File: src/apu_cfg.svh
`ifndef APU_CFG_SVH
`define APU_CFG_SVH

// Channel data path widths
`define APU_PERIOD_W 11
`define APU_DATA_W 8
`define APU_VOL_W 4

// Write port size
`define APU_NUM_REGS 4

// Periods below this silence the channel
`define APU_MIN_PERIOD 8

`endif

File: src/apu_pkg.sv
`default_nettype none

`include "apu_cfg.svh"

package apu_pkg;

	// Write port
	typedef logic [`APU_DATA_W-1:0] reg_data_t;
	typedef logic [$clog2(`APU_NUM_REGS)-1:0] reg_addr_t;

	// Timer and output level
	typedef logic [`APU_PERIOD_W-1:0] period_t;
	typedef logic [`APU_VOL_W-1:0] volume_t;
	typedef logic [1:0] duty_t;

	// Length counter
	typedef logic [7:0] length_t;
	typedef logic [4:0] length_idx_t;

	// Sweep shift and divider period
	typedef logic [2:0] shift_t;

endpackage

`default_nettype wire

File: src/pulse_ctrl_if.sv
`timescale 1ns/1ps
`default_nettype none

interface pulse_ctrl_if;
	import apu_pkg::*;

	// Decoded register fields
	duty_t duty;
	logic halt_loop;
	logic const_vol;
	volume_t vol;
	logic sweep_en;
	shift_t sweep_period;
	logic sweep_neg;
	shift_t sweep_shift;
	period_t period;
	length_idx_t lc_index;

	// Write events, one cycle after the write
	logic wr_sweep;
	logic wr_hi;

	// Period writeback from the sweep
	logic period_update;
	period_t new_period;

	modport regs (
		output duty, halt_loop, const_vol, vol, sweep_en, sweep_period, sweep_neg,
		output sweep_shift, period, lc_index, wr_sweep, wr_hi,
		input period_update, new_period
	);

	modport sweep (
		input sweep_en, sweep_period, sweep_neg, sweep_shift, period, wr_sweep,
		output period_update, new_period
	);

	modport env (input halt_loop, const_vol, vol, wr_hi);

	modport lc (input halt_loop, lc_index, wr_hi);

	modport seq (input duty, period, wr_hi);

endinterface

`default_nettype wire

File: src/pulse_regs.sv
`timescale 1ns/1ps
`default_nettype none

module pulse_regs (
	input logic timer_clk,
	input logic n_reset,
	input logic wr,
	input apu_pkg::reg_addr_t addr,
	input apu_pkg::reg_data_t wdata,
	pulse_ctrl_if.regs ctrl
);
	import apu_pkg::*;

	reg_data_t reg_ctrl;
	reg_data_t reg_sweep;
	length_idx_t lc_index;
	period_t period;
	logic wr_sweep;
	logic wr_hi;

	always_ff @(posedge timer_clk, negedge n_reset) begin
		if (!n_reset) begin
			reg_ctrl <= '0;
			reg_sweep <= '0;
			lc_index <= '0;
			wr_sweep <= 1'b0;
			wr_hi <= 1'b0;
		end else begin
			wr_sweep <= wr && addr == 2'd1;
			wr_hi <= wr && addr == 2'd3;
			if (wr && addr == 2'd0)
				reg_ctrl <= wdata;
			if (wr && addr == 2'd1)
				reg_sweep <= wdata;
			if (wr && addr == 2'd3)
				lc_index <= wdata[7:3];
		end
	end

	// Live period, a CPU write beats a sweep update
	always_ff @(posedge timer_clk, negedge n_reset) begin
		if (!n_reset)
			period <= '0;
		else if (wr && addr == 2'd2)
			period[7:0] <= wdata;
		else if (wr && addr == 2'd3)
			period[10:8] <= wdata[2:0];
		else if (ctrl.period_update)
			period <= ctrl.new_period;
	end

	assign ctrl.duty = reg_ctrl[7:6];
	assign ctrl.halt_loop = reg_ctrl[5];
	assign ctrl.const_vol = reg_ctrl[4];
	assign ctrl.vol = reg_ctrl[3:0];
	assign ctrl.sweep_en = reg_sweep[7];
	assign ctrl.sweep_period = reg_sweep[6:4];
	assign ctrl.sweep_neg = reg_sweep[3];
	assign ctrl.sweep_shift = reg_sweep[2:0];
	assign ctrl.period = period;
	assign ctrl.lc_index = lc_index;
	assign ctrl.wr_sweep = wr_sweep;
	assign ctrl.wr_hi = wr_hi;

	// On a clash the written half wins and the sweep result is dropped whole
	a_write_wins: assert property (@(posedge timer_clk) disable iff (!n_reset)
		(wr && addr[1] && ctrl.period_update) |=> ctrl.period == ($past(addr[0]) ?
			{$past(wdata[2:0]), $past(ctrl.period[7:0])} :
			{$past(ctrl.period[10:8]), $past(wdata)}));

endmodule

`default_nettype wire

File: src/apu_envelope.sv
`timescale 1ns/1ps
`default_nettype none

module apu_envelope (
	input logic timer_clk,
	input logic n_reset,
	input logic qframe,
	pulse_ctrl_if.env ctrl,
	output apu_pkg::volume_t volume
);
	import apu_pkg::*;

	logic start;
	volume_t divider;
	volume_t decay;

	// Set by a register 3 write, consumed by the next quarter frame
	always_ff @(posedge timer_clk, negedge n_reset) begin
		if (!n_reset)
			start <= 1'b0;
		else if (ctrl.wr_hi)
			start <= 1'b1;
		else if (qframe)
			start <= 1'b0;
	end

	always_ff @(posedge timer_clk, negedge n_reset) begin
		if (!n_reset) begin
			divider <= '0;
			decay <= '0;
		end else if (qframe) begin
			if (start) begin
				decay <= '1;
				divider <= ctrl.vol;
			end else if (divider == '0) begin
				divider <= ctrl.vol;
				if (decay != '0)
					decay <= decay - 1'b1;
				else if (ctrl.halt_loop)
					decay <= '1;
			end else begin
				divider <= divider - 1'b1;
			end
		end
	end

	assign volume = ctrl.const_vol ? ctrl.vol : decay;

endmodule

`default_nettype wire

File: src/apu_sweep.sv
`timescale 1ns/1ps
`default_nettype none

`include "apu_cfg.svh"

module apu_sweep #(
	parameter bit sweep_ones_complement = 1'b1
) (
	input logic timer_clk,
	input logic n_reset,
	input logic hframe,
	pulse_ctrl_if.sweep ctrl,
	output logic mute
);
	import apu_pkg::*;

	shift_t divider;
	period_t shifted;
	logic [`APU_PERIOD_W:0] borrow;
	logic [`APU_PERIOD_W:0] target;
	logic overflow;

	assign shifted = ctrl.period >> ctrl.sweep_shift;

	// Extra borrow on negate for the first channel's adder
	assign borrow = {{`APU_PERIOD_W{1'b0}}, sweep_ones_complement};

	always_comb begin
		if (ctrl.sweep_neg)
			target = {1'b0, ctrl.period} - {1'b0, shifted} - borrow;
		else
			target = {1'b0, ctrl.period} + {1'b0, shifted};
	end

	assign overflow = !ctrl.sweep_neg && target[`APU_PERIOD_W];

	// Muting applies even with the sweep disabled
	assign mute = (ctrl.period < period_t'(`APU_MIN_PERIOD)) || overflow;

	assign ctrl.new_period = target[`APU_PERIOD_W-1:0];
	assign ctrl.period_update = hframe && divider == '0 && ctrl.sweep_en &&
		ctrl.sweep_shift != '0 && !mute;

	always_ff @(posedge timer_clk, negedge n_reset) begin
		if (!n_reset)
			divider <= '0;
		else if (ctrl.wr_sweep)
			divider <= ctrl.sweep_period;
		else if (hframe) begin
			if (divider == '0)
				divider <= ctrl.sweep_period;
			else
				divider <= divider - 1'b1;
		end
	end

endmodule

`default_nettype wire

File: src/apu_length_counter.sv
`timescale 1ns/1ps
`default_nettype none

module apu_length_counter (
	input logic timer_clk,
	input logic n_reset,
	input logic hframe,
	input logic en,
	pulse_ctrl_if.lc ctrl,
	output logic active
);
	import apu_pkg::*;

	length_t count;
	length_t load_value;

	// Length load table
	always_comb begin
		case (ctrl.lc_index)
			5'd0: load_value = 8'd10;
			5'd1: load_value = 8'd254;
			5'd2: load_value = 8'd20;
			5'd3: load_value = 8'd2;
			5'd4: load_value = 8'd40;
			5'd5: load_value = 8'd4;
			5'd6: load_value = 8'd80;
			5'd7: load_value = 8'd6;
			5'd8: load_value = 8'd160;
			5'd9: load_value = 8'd8;
			5'd10: load_value = 8'd60;
			5'd11: load_value = 8'd10;
			5'd12: load_value = 8'd14;
			5'd13: load_value = 8'd12;
			5'd14: load_value = 8'd26;
			5'd15: load_value = 8'd14;
			5'd16: load_value = 8'd12;
			5'd17: load_value = 8'd16;
			5'd18: load_value = 8'd24;
			5'd19: load_value = 8'd18;
			5'd20: load_value = 8'd48;
			5'd21: load_value = 8'd20;
			5'd22: load_value = 8'd96;
			5'd23: load_value = 8'd22;
			5'd24: load_value = 8'd192;
			5'd25: load_value = 8'd24;
			5'd26: load_value = 8'd72;
			5'd27: load_value = 8'd26;
			5'd28: load_value = 8'd16;
			5'd29: load_value = 8'd28;
			5'd30: load_value = 8'd32;
			default: load_value = 8'd30;
		endcase
	end

	always_ff @(posedge timer_clk, negedge n_reset) begin
		if (!n_reset)
			count <= '0;
		else if (!en)
			count <= '0;
		else if (ctrl.wr_hi)
			count <= load_value;
		else if (hframe && !ctrl.halt_loop && count != '0)
			count <= count - 1'b1;
	end

	assign active = count != '0;

	// Count only leaves zero through a load with the channel enabled
	a_no_load_disabled: assert property (@(posedge timer_clk) disable iff (!n_reset)
		$rose(active) |-> $past(ctrl.wr_hi && en));

endmodule

`default_nettype wire

File: src/pulse_sequencer.sv
`timescale 1ns/1ps
`default_nettype none

module pulse_sequencer (
	input logic timer_clk,
	input logic n_reset,
	input logic apu_tick,
	input apu_pkg::volume_t volume,
	input logic mute,
	input logic active,
	pulse_ctrl_if.seq ctrl,
	output apu_pkg::volume_t sample
);
	import apu_pkg::*;

	period_t timer;
	logic [2:0] step;
	logic duty_high;
	logic step_clk;

	assign step_clk = apu_tick && timer == '0;

	// Period timer
	always_ff @(posedge timer_clk, negedge n_reset) begin
		if (!n_reset)
			timer <= '0;
		else if (step_clk)
			timer <= ctrl.period;
		else if (apu_tick)
			timer <= timer - 1'b1;
	end

	// Step counter runs downwards, register 3 write restarts it
	always_ff @(posedge timer_clk, negedge n_reset) begin
		if (!n_reset)
			step <= '0;
		else if (ctrl.wr_hi)
			step <= '0;
		else if (step_clk)
			step <= step - 1'b1;
	end

	// High steps: 1, 2, 4 or 6 of 8
	always_comb begin
		case (ctrl.duty)
			2'd0: duty_high = step == 3'b111;
			2'd1: duty_high = step[2:1] == 2'b11;
			2'd2: duty_high = step[2];
			default: duty_high = step[2:1] != 2'b11;
		endcase
	end

	always_ff @(posedge timer_clk, negedge n_reset) begin
		if (!n_reset)
			sample <= '0;
		else if (active && duty_high && !mute)
			sample <= volume;
		else
			sample <= '0;
	end

endmodule

`default_nettype wire

File: src/apu_pulse.sv
`timescale 1ns/1ps
`default_nettype none

module apu_pulse #(
	parameter bit sweep_ones_complement = 1'b1
) (
	input logic timer_clk,
	input logic n_reset,
	input logic wr,
	input apu_pkg::reg_addr_t addr,
	input apu_pkg::reg_data_t wdata,
	input logic apu_tick,
	input logic qframe,
	input logic hframe,
	input logic en,
	output logic active,
	output apu_pkg::volume_t sample
);
	import apu_pkg::*;

	volume_t volume;
	logic mute;

	pulse_ctrl_if ctrl_if ();

	pulse_regs i_pulse_regs (
		.timer_clk(timer_clk),
		.n_reset(n_reset),
		.wr(wr),
		.addr(addr),
		.wdata(wdata),
		.ctrl(ctrl_if.regs)
	);

	apu_envelope i_apu_envelope (
		.timer_clk(timer_clk),
		.n_reset(n_reset),
		.qframe(qframe),
		.ctrl(ctrl_if.env),
		.volume(volume)
	);

	apu_sweep #(
		.sweep_ones_complement(sweep_ones_complement)
	) i_apu_sweep (
		.timer_clk(timer_clk),
		.n_reset(n_reset),
		.hframe(hframe),
		.ctrl(ctrl_if.sweep),
		.mute(mute)
	);

	apu_length_counter i_apu_length_counter (
		.timer_clk(timer_clk),
		.n_reset(n_reset),
		.hframe(hframe),
		.en(en),
		.ctrl(ctrl_if.lc),
		.active(active)
	);

	pulse_sequencer i_pulse_sequencer (
		.timer_clk(timer_clk),
		.n_reset(n_reset),
		.apu_tick(apu_tick),
		.volume(volume),
		.mute(mute),
		.active(active),
		.ctrl(ctrl_if.seq),
		.sample(sample)
	);

endmodule

`default_nettype wire

File: config.mk
export PLATFORM = sky130hd
export DESIGN_NAME = apu_pulse
export DESIGN_NICKNAME = d
export VERILOG_FILES = /design/src/apu_pkg.sv /design/src/pulse_ctrl_if.sv /design/src/pulse_regs.sv /design/src/apu_envelope.sv /design/src/apu_sweep.sv /design/src/apu_length_counter.sv /design/src/pulse_sequencer.sv /design/src/apu_pulse.sv
export VERILOG_INCLUDE_DIRS = /design/src
export SDC_FILE = /design/constraint.sdc
export NUM_CORES = 1
export LEC_CHECK = 0
export ABC_AREA = 1
export BUFFER_PORTS_ARGS = -buffer_cell sky130_fd_sc_hd__buf_2
export CORE_ASPECT_RATIO = 1.2
export CORE_MARGIN = 2
export CORE_UTILIZATION = 52
export CTS_CLUSTER_DIAMETER = 50
export DETAILED_ROUTE_END_ITERATION = 8
export PLACE_DENSITY = 0.7
export SYNTH_ARGS = -nofsm -noshare
export SYNTH_HDL_FRONTEND = slang
export SYNTH_HIERARCHICAL = 1
export SYNTH_SLANG_ARGS = --single-unit
File: constraint.sdc
create_clock -name timer_clk -period 6.6 [get_ports timer_clk]
set_clock_uncertainty 0.2 [all_clocks]
set_input_delay 0.33 -clock timer_clk [delete_from_list [all_inputs] [get_ports timer_clk]]
set_output_delay 0.33 -clock timer_clk [all_outputs]
set_load 0.02 [all_outputs]
# ---- Word-level counts from Yosys, hierarchy flattened
# Memory sizes are Yosys's and may differ from the RTL's.
# Cells that the tools add are included.
dict set report classes {
  n_lt_le_gt_ge 1
  n_reduce_logical 37
  bitwise_logic 1
  addsub 9
  eq_ne 10
  n_mux 26
  shift 1
}
# cell n
set ops {}
lappend ops {{2-to-1 mux 8 bit} 5}
lappend ops {{2-to-1 mux 11 bit} 3}
lappend ops {{2-to-1 mux 4 bit} 8}
lappend ops {{2-to-1 mux 3 bit} 6}
lappend ops {{logical AND 1 bit} 14}
lappend ops {{nonzero test 2 bit} 7}
lappend ops {{adder 11 x 11 -> 12 bit} 1}
lappend ops {{2-to-1 mux 12 bit} 1}
lappend ops {{subtractor 11 x 11 -> 12 bit} 1}
lappend ops {{subtractor 12 x 1 -> 12 bit (second input constant)} 1}
lappend ops {{zero test 11 bit} 1}
lappend ops {{< comparator 11 x 4 -> 1 bit (second input constant)} 1}
lappend ops {{right shift 11 x 3 -> 11 bit} 1}
lappend ops {{subtractor 11 x 1 -> 11 bit (second input constant)} 1}
lappend ops {{== test 2 bit (second input constant)} 4}
lappend ops {{nonzero test 8 bit} 1}
lappend ops {{subtractor 4 x 1 -> 4 bit (second input constant)} 2}
lappend ops {{subtractor 8 x 1 -> 8 bit (second input constant)} 1}
lappend ops {{nonzero test 3 bit} 2}
lappend ops {{subtractor 3 x 1 -> 3 bit (second input constant)} 2}
lappend ops {{== test 2 x 1 -> 1 bit (second input constant)} 2}
lappend ops {{zero test 2 bit} 2}
lappend ops {{zero test 4 bit} 1}
lappend ops {{inequality test 2 bit (second input constant)} 2}
lappend ops {{other kinds (11)} 15}
dict set report totals {
  input_bits 17
  ff_bits 72
  output_inout_bits 5
  memories 1
  elab_cells 101
  mem_bits_ro 224
}
# name words width read_ports rd_clocked_by_memory_dff wr line_no
set memory_table {}
lappend memory_table {{(name not given)} 32 7 1 0 0 apu_length_counter.sv:19} ;# case (ctrl.lc_index)

# ---- Longest topological paths before layout
# Gate-level depths: netlist of the first run.
dict set report logic_depth {
  ltp_word 11
  mapped_depth 25
  mapped_depth_nobuf 25
}

# ---- By module
# The synthesis of the first run kept the hierarchy.
# module cells_per_inst area_per_inst_um2 seq_area_each_um2 instances
set modules_own_cells {}
lappend modules_own_cells {apu_sweep 336 1853.0 75.1 1}
lappend modules_own_cells {pulse_regs 169 1503.9 850.8 1}
lappend modules_own_cells {pulse_sequencer 164 1177.4 450.4 1}
lappend modules_own_cells {apu_length_counter 160 944.7 200.2 1}
lappend modules_own_cells {apu_envelope 92 629.4 225.2 1}

# ---- Least setup slack after synthesis of the first run
# No wires, ideal clock.
dict set report synth_timing {
  path_kind {register -> register}
  start {reg i_pulse_regs.reg_sweep[1]}
  end {reg i_pulse_regs.period[1] (netlist: i_pulse_regs/ctrl.period[1])}
  required_time_ps 6283
  path_slack_ps 3950
  setup_time_ps 117
  stages_incl_launch_ff 24
  arrival_time_ps 2333
  period_less_slack_ps 2650
  path_buffers 2
  path_cell_list {dfrtp_1 inv_2 buf_6 nand3_1 o21ai_2 nand2_1 o21ai_2 ha_1 buf_4 inv_1 nand2_1 nand2_1 inv_1 nand2_1 nand2_1 nand3_1 nand2_1 nand2_1 nor2_1 nand2_4 nand2_4 inv_2 nand2_1 nand2_1}
}
dict set report synth_between {
  elab_chain_cells 10
  word_cells_on_any_way 16
  cone_classes {add/sub (3); shift (1); mux (4); reduce/logical (8)}
}
# element line_no
set synth_rtl {}
lappend synth_rtl {{from (decl)} pulse_regs.sv:15} ;# reg_data_t reg_sweep;
lappend synth_rtl {{from (signal assigned)} pulse_regs.sv:34} ;# reg_sweep <= wdata;
lappend synth_rtl {{right shift 11 x 3 -> 11 bit (*)} apu_sweep.sv:23} ;# assign shifted = ctrl.period >> ctrl.sweep_shift;
lappend synth_rtl {{subtractor 11 x 11 -> 12 bit} apu_sweep.sv:30} ;# target = {1'b0, ctrl.period} - {1'b0, shifted} - borrow;
lappend synth_rtl {{subtractor 12 x 1 -> 12 bit} apu_sweep.sv:30}
lappend synth_rtl {{2-to-1 mux 12 bit (*)} apu_sweep.sv:29} ;# if (ctrl.sweep_neg)
lappend synth_rtl {{logical AND 1 bit (*)} apu_sweep.sv:35} ;# assign overflow = !ctrl.sweep_neg && target[`APU_PERIOD_W];
lappend synth_rtl {{logical OR 1 bit (*)} apu_sweep.sv:38} ;# assign mute = (ctrl.period < period_t'(`APU_MIN_PERIOD)) || overflow;
lappend synth_rtl {{named net mute} apu_pulse.sv:22} ;# logic mute;
lappend synth_rtl {{zero test 1 bit (*)} apu_sweep.sv:42} ;# ctrl.sweep_shift != '0 && !mute;
lappend synth_rtl {{logical AND 1 bit (*)} apu_sweep.sv:42}
lappend synth_rtl {{named net ctrl_if.period_update} pulse_ctrl_if.sv:24} ;# logic period_update;
lappend synth_rtl {{nonzero test 2 bit (no line) (*)} -}
lappend synth_rtl {{AND reduction 2 bit (no line) (*)} -}
lappend synth_rtl {{to (signal assigned)} pulse_regs.sv:45} ;# period[7:0] <= wdata;
lappend synth_rtl {{to (signal assigned)} pulse_regs.sv:49} ;# period <= ctrl.new_period;
lappend synth_rtl {{to (decl)} pulse_regs.sv:17} ;# period_t period;
# The timed path passes the listed nets; every way through them passes the cells marked *. The select of a mux whose other input is x is not followed.
# A chain may end at the register's enable or synchronous reset.

# ---- Worst setup path in the final report of the first run
dict set report layout_timing {
  start {reg i_pulse_regs.reg_sweep[0]}
  end {reg i_pulse_regs.period[1] (netlist: i_pulse_regs/ctrl.period[1])}
}
# The elaborated chain is that of the path after synthesis.

==> impl_metrics.toml, run 1 <==
[timing]
period_share_pct = 50.81
rsz0062_at_grt = "false"
fmax_mhz = 298.2
tightest_slew_ns = 0.9151
setup-violations-final = 0
finalHoldViolations = 0
slew_violations = 0
finalCriticalPeriod_ns = 3.353
tns_ns = 0
max_slew_margin_pct = 38.99

[placement]
gp_congestion = 0.9110
place_area_um2 = 6235
dp.cells = 1076
hpwl_um = 11020
port_buffers = 21

[clock_network]
clockBufferDepth = 2
tritoncts = "built"
cts-htree-levels = 3
clkTransAtPathRegs_ns = 0.06
ctsHoldBuffers = 1
postCtsSetupBuffers = 0
cts.sinks = 72
post_cts_resized = 0
cts_buffers = 9
insertion_delay_ns = 0.33
cts_root_buffer = "clkbuf_16"

[synthesis]
ys_types = 40
synthCells = 921
post-synth-top-count-cell = "nand2_1"
synth_seq_cells = 72
yosysTopAreaCell = "dfrtp_1"
syn_area_per_cell_um2 = 6.632
synth_edf_count = 0
yosysWarnings = 6
yosys-top-cells-area = "dfrtp_1 (29%), nand2_1 (19%), nand3_1 (8.1%)"
synthTopCellsByCount = "nand2_1 (311), inv_1 (125), nand3_1 (99)"
synthesis.area_um2 = 6108
synth_flop_cell = "dfrtp_1"
syn_nets = 978
async_flop_share_pct = 100.0
synth_top_area_share_pct = 29.50
ys_seq_area_share_pct = 29.50

[global_routing]
grt-busiest-layer = "met2"
grt_max_degree = 73
grt.overflow.total = 0
grt_use_met3_pct = 3.645
antenna_found_initial = 0
grt_pass1_wl_um = 24170
grt.met2_usage_pct = 40.22
grt_pass1_vias = 5295
grt_usage_pct = 24.23
grtUsageMet1_pct = 30.96

[critical_path]
required_ns = 6.66
path_class = "flip-flop to flip-flop"
path_cells = "inv_2, o21ai_2, nand2_1, nor2_1, inv_1, ha_1, nor2_1, nand2_1, nor2_1, nand2_1, nand3_1, nand2_1, nand2_1, nor2_1, nand2_4, nand2_4, inv_2, nand2_1, nand2_1"
arrival_ns = 3.42
cpMostUsedCell = "nand2_1"
cp-end-kind = "flip-flop"
critPathLaunchType = "flip-flop"
slowest_stage = "dfrtp_1"
cp_max_fo = 13
critPathTopFamily = "simple AND/OR/NAND/NOR gates"
cp.buffers_inverters = 3
critPathMaxStageDelay_ns = 0.58

[floorplanning]
rows = 43
die_area_um2 = 12630
dieWidth_um = 102.9
die_h_um = 122.7
io-pin-count = 22
start_util_pct = 53.05
core_area_um2 = 11510

[cells_and_area]
multi_input_area_um2 = 3607
seqCellArea_um2 = 1802
fin_area_um2 = 6551
final_cells = 1093
antenna_cells = 0
nFillCells = 1140
syn_to_final_growth_pct = 7.251
fin_util_pct = 56.90
fin_nets = 988
drive_gt1_share_pct = 11.75

[detailed_routing]
first_pass_iters = 5
antenna_left = 0
vias = 5665
wl_um = 14610
drt_iter0_markers = 379
drc = 0
wire_per_inst_um = 13.37
vias_per_cell = 5.183

[power]
vdd_drop_max_uv = 289.4
p_leak_nw = 3.618
power.total_w = 0.002981
power_density_nw_per_um2 = 455.0

[worst_hold_path]
hold_path.class = "primary input to flip-flop"

[job]
cap_violations = 0

[outcome]
status = "complete, no violations"
==> flip-flops by register name (all words and copies together), names as in the netlist <==
| name | flops |
|---|---|
| i_pulse_regs/ctrl.wr_hi | 1 |
| i_pulse_regs/ctrl.wr_sweep | 1 |
| i_pulse_sequencer/step | 3 |
| i_apu_envelope/start | 1 |
| i_apu_length_counter/count | 8 |
| i_pulse_regs/reg_ctrl | 8 |
| i_pulse_regs/ctrl.period | 11 |
| i_pulse_regs/ctrl.lc_index | 5 |
| i_apu_sweep/divider | 3 |
| i_pulse_sequencer/sample | 4 |
| i_pulse_regs/reg_sweep | 8 |
| i_apu_envelope/decay | 4 |
| i_apu_envelope/divider | 4 |
| i_pulse_sequencer/timer | 11 |
==> report_power, final <==
| group | internal (W) | switching, W |
|---|---|---|
| Combinational | 0.000616 | 0.00109 |
| Clock | 0.000304 | 0.000187 |
| Sequential | 0.000585 | 0.000202 |
==> kinds of logic (layout without fill, tap and decap cells) <==
| group | count (synthesis) | after routing | synth area share [%] |
|---|---|---|---|
| buffers and inverters | 162 | 177 | 11.45 |
| DFF | 72 | 72 | 29.50 |
| xor gates and xnor gates | 9 | 9 | 1.290 |
| adders and majority gates | 40 | 40 | 8.439 |
| AOI/OAI and AO/OA | 114 | 114 | 11.96 |
| and+or+nand+nor | 524 | 524 | 37.36 |
==> tightest hold or removal path, stage by stage <==
cell and delay, ns:
buf_2 0.12, nand2_2 0.07, o21ai_1 0.06
==> stage by stage <==
| step | setup WS, ns | hold slack (ns) |
|---|---|---|
| CTS | 3.267 | 0.07568 |
| floorplan | 3.950 | -0.1656 |
| finish | 3.247 | 0.08396 |
| detailed placement | 3.294 | 0.2723 |
| global placement | 3.333 | 0.2652 |
| global route | 2.930 | 0.08240 |
==> final cells by class <==
cell class / instances / share of cell area (%)
flip-flops and latches: 72 / 27.50
multi-input cells: 687 / 55.06
clock buffers: 10 / 3.648
inverters: 139 / 7.964
well taps: 157 / 2.998
repair buffers: 22 / 1.795
clock inverters: 6 / 1.031
==> cells in the final DEF, fill, tap and decap left out, drive strengths merged <==
cell and n:
nand4 6, a21boi 1, dlygate4sd3 1, o21a 1, o22ai 1, a21oi 20, and2 2, nor2 71
o31ai 2, or2 1, inv 139, nand3 105, xnor2 4, o21bai 3, nor3 4, a22oi 1
o21ai 76, nand3b 9, bufinv 1, nand2 324, xor2 5, nor4 2, clkinvlp 2, a31oi 1
buf 21, ha 38, clkinv 3, clkbuf 10, dfrtp 72, o211ai 8, fa 2
==> final timing paths <==
kind | start | cells past startpoint | slack (ns) | to
worst max register to register | i_pulse_regs/reg_sweep[0] | 19 | 3.25 | i_pulse_regs/ctrl.period[1]
worst max-delay path | i_pulse_regs/reg_sweep[0] | 19 | 3.25 | i_pulse_regs/ctrl.period[1]
min in group asynchronous | n_reset | 2 | 0.47 | i_apu_envelope/divider[2]
worst min register to register | i_pulse_sequencer/timer[1] | 2 | 0.28 | i_pulse_sequencer/timer[1]
max in group asynchronous | n_reset | 2 | 5.11 | i_apu_length_counter/count[2]
worst min-delay path | en | 3 | 0.08 | i_apu_length_counter/count[5]
==> layer usage <==
layer / share of wire [%] / vias up
met5: 0 / -
met4: 3.4 / 0
met3: 3.6 / 37
met2: 48 / 129
met1: 45 / 2560
li1: - / 2939
(Power assumes the default switching activity.)
==> inputs of run 2 (changes only) <==
--- a/config.mk
+++ b/config.mk
@@ -6,7 +6,7 @@
 export SDC_FILE = /design/constraint.sdc
 export NUM_CORES = 1
 export LEC_CHECK = 0
-export ABC_AREA = 1
+export ABC_AREA = 0
 export BUFFER_PORTS_ARGS = -buffer_cell sky130_fd_sc_hd__buf_2
 export CORE_ASPECT_RATIO = 1.2
 export CORE_MARGIN = 2
==> constraint.sdc (replaced) <==
create_clock -name timer_clk -period 3.5 [get_ports timer_clk]
set_clock_uncertainty 0.2 [all_clocks]
set_input_delay 0.175 -clock timer_clk [delete_from_list [all_inputs] [get_ports timer_clk]]
set_output_delay 0.175 -clock timer_clk [all_outputs]
set_load 0.02 [all_outputs]
==> run 2 against run 1 <==
Against the previous run:
- count of clock-buffer cells in the layout is 4 higher
- synthesized cell count is 36% lower
- largest cell class unchanged
- design area is 0.65% higher
- worst setup slack worse by 3.2 ns
- via count is 16% lower
- total power is 63% higher
==> impl_metrics.toml, run 2 <==
[global_routing]
grt_usage_pct = 23.94
grt.overflow.total = 0
grt_max_degree = 48
grt_pass1_vias = 4596
antenna_found_initial = 0
grt_pass1_wl_um = 22260

[timing]
setup-violations-final = 0
slew_violations = 0
max_slew_margin_pct = 58.42
rsz0062_at_grt = "true"
period_share_pct = 98.20
finalHoldViolations = 0
tightest_slew_ns = 0.6237
finalCriticalPeriod_ns = 3.437
fmax_mhz = 290.9

[critical_path]
critPathMaxStageDelay_ns = 0.43
critPathTopFamily = "compound AO/OA/AOI/OAI gates"
cp.buffers_inverters = 2
critPathLaunchType = "flip-flop"
arrival_ns = 3.46
required_ns = 3.52
path_class = "flip-flop to flip-flop"
cp_max_fo = 6
cp-end-kind = "flip-flop"
path_cells = "mux2_2, nor2_1, a21oi_2, nand2_1, o21a_1, inv_2, ha_4, inv_2, fa_2, o21bai_4, a2111oi_4, nand2_1, a2111oi_2, a311oi_1, xor2_1, o22a_1, o21a_1"
slowest_stage = "dfrtp_2"

[floorplanning]
start_util_pct = 52.93
dieWidth_um = 98.22
rows = 41
core_area_um2 = 10470
die_h_um = 117.1
die_area_um2 = 11500
io-pin-count = 22

[synthesis]
ys_seq_area_share_pct = 32.53
synth_flop_cell = "dfrtp_1"
synthCells = 586
synth_seq_cells = 72
synthTopCellsByCount = "dfrtp_1 (72), inv_1 (51), ha_1 (38)"
yosysWarnings = 6
synth_edf_count = 0
synth_top_area_share_pct = 32.53
yosysTopAreaCell = "dfrtp_1"
syn_nets = 643
synthesis.area_um2 = 5539
yosys-top-cells-area = "dfrtp_1 (33%), ha_1 (8.6%), mux2_2 (5.7%)"
ys_types = 84
async_flop_share_pct = 100.0
syn_area_per_cell_um2 = 9.452
post-synth-top-count-cell = "dfrtp_1"

[cells_and_area]
fin_nets = 707
final_common_cell = "dfrtp_1"
drive_gt1_share_pct = 26.56
fin_area_um2 = 6594
syn_to_final_growth_pct = 19.04
fin_util_pct = 63.01
antenna_cells = 0
reg_top3 = "i_pulse_regs/ctrl.period: 11 flops, i_pulse_sequencer/timer: 11 flops"
layout_common_cells = "dfrtp_1 (71), inv_1 (48), buf_4 (44)"

[power]
power.clock.fraction_pct = 19.2
combPwrFrac_pct = 53.6
power_density_nw_per_um2 = 736.0
power.total_w = 0.004853
vdd_drop_max_uv = 450.7
internal-power_w = 0.002888
seq_power_share_pct = 27.2
p_sw_share_pct = 40.48
p_leak_nw = 2.876
switchingPower_w = 0.001965

[placement]
gp_congestion = 0.9252
hpwl_um = 9816
place_area_um2 = 5957
port_buffers = 21

[detailed_routing]
first_pass_iters = 6
antenna_left = 0
vias = 4768
wire_per_inst_um = 17.52
wl_um = 13740
drc = 0
drt_iter0_markers = 241
vias_per_cell = 6.082

[clock_network]
clkTransAtPathRegs_ns = 0.06
insertion_delay_ns = 0.33
cts-htree-levels = 3
clockBufferDepth = 2
tritoncts = "built"
cts_buffers = 9
cts_root_buffer = "clkbuf_16"
cts.sinks = 72

[job]
cap_violations = 0

[worst_hold_path]
hold_path.class = "primary input to flip-flop"

[outcome]
status = "complete, no violations"
## run 2: changes by cell type after synthesis, sizes merged, moves of 8 or more
cell,before,now
a21oi,20,35
a22oi,1,9
inv,138,51
mux2,0,33
mux2i,0,14
nand2,324,29
nand2b,0,12
nand3,105,18
nor2,71,34
nor3,4,20
o21a,1,17
o21ai,76,35
o32a,0,8
## run 2: worst reg2reg max path, delay by kind of cell (launching register included)
kind / cells / cell delay, ns
AO/OA/AOI/OAI: 8 / 1.34
flip-flops: 1 / 0.43
adder cells (fa/ha/maj): 2 / 0.39
multiplexers: 1 / 0.37
AND/OR/NAND/NOR: 3 / 0.34
XOR/XNOR: 1 / 0.16
buffers and inverters: 2 / 0.10
## run 2: final timing paths
kind                                           start  depth (start not counted)  slack [ns]                             to
max                        i_pulse_regs/reg_sweep[0]                         17        0.06   i_pulse_regs/ctrl.period[10]
min                                         wdata[2]                          2       0.009      i_pulse_regs/reg_sweep[2]
max reg2reg                i_pulse_regs/reg_sweep[0]                         17        0.06   i_pulse_regs/ctrl.period[10]
min reg2reg                   i_apu_sweep/divider[0]                          1        0.30         i_apu_sweep/divider[0]
max in group asynchronous                    n_reset                          3        1.84      i_pulse_regs/reg_sweep[0]
min in group asynchronous                    n_reset                          2        0.20  i_apu_length_counter/count[3]
## run 2: cells by family (layout without fill, tap and decap cells)
logic type               Yosys count  after routing  share of synthesized area, %
AO/OA/AOI/OAI                    168            169                         21.53
XOR/XNOR                          15             15                         2.372
adder cells (fa/ha/maj)           40             40                         9.307
buffers and inverters             76            144                         6.076
flip-flops                        72             72                         32.53
multiplexers                      48             48                         9.645
AND/OR/NAND/NOR                  167            167                         18.55
## run 2: per-layer routing
| layer | vias up | global-route usage, % | wire, µm |
|---|---|---|---|
| li1 | 2283 | - | - |
| met1 | 2346 | 29.92 | 6019 |
| met2 | 114 | 43.56 | 6885 |
| met3 | 25 | 3.029 | 487 |
| met4 | 0 | 7.580 | 346 |
| met5 | - | 0 | 0 |
## run 2: stage by stage
stage	setup WS (ns)	hold slack, ns	TNS, ns	instances
after floorplan	0.07999	-0.3206	0	586
after global placement	0.01462	0.02096	0	751
after detailed placement	-0.1791	0.02005	-2.110	751
after CTS	0.01267	0.003292	0	779
after global routing	-0.1038	0.006450	-0.4573	784
final	0.06294	0.008723	0	784
## run 2: area by class of cell
type	count	area (µm²)
fill	881	3871
sequential	72	1803
timing repair buffer	76	548.0
inverter	52	195.2
clock inverter	2	37.54
tap	129	161.4
multi-input combinational	439	3585
clock buffer	14	264.0
## run 2: timing repair
item	in CTS	in global routing
pin swaps	1	21
gates cloned	0	1
endpoints found under the setup margin	15	15
resized for setup	7	40
hold endpoints to repair	43	0
hold buffers	9	0
setup buffers	3	5
## run 2: power groups by stage
| stage | registers (W) | logic, W | clock network (W) |
|---|---|---|---|
| after global placement | 0.00131 | 0.00226 | 0 |
| after CTS | 0.00131 | 0.00239 | 0.000941 |
| after floorplan | 0.00125 | 0.00165 | 0 |
| after global routing | 0.00136 | 0.00284 | 0.000981 |
| final | 0.00132 | 0.00260 | 0.000932 |
| after detailed placement | 0.00132 | 0.00231 | 0 |
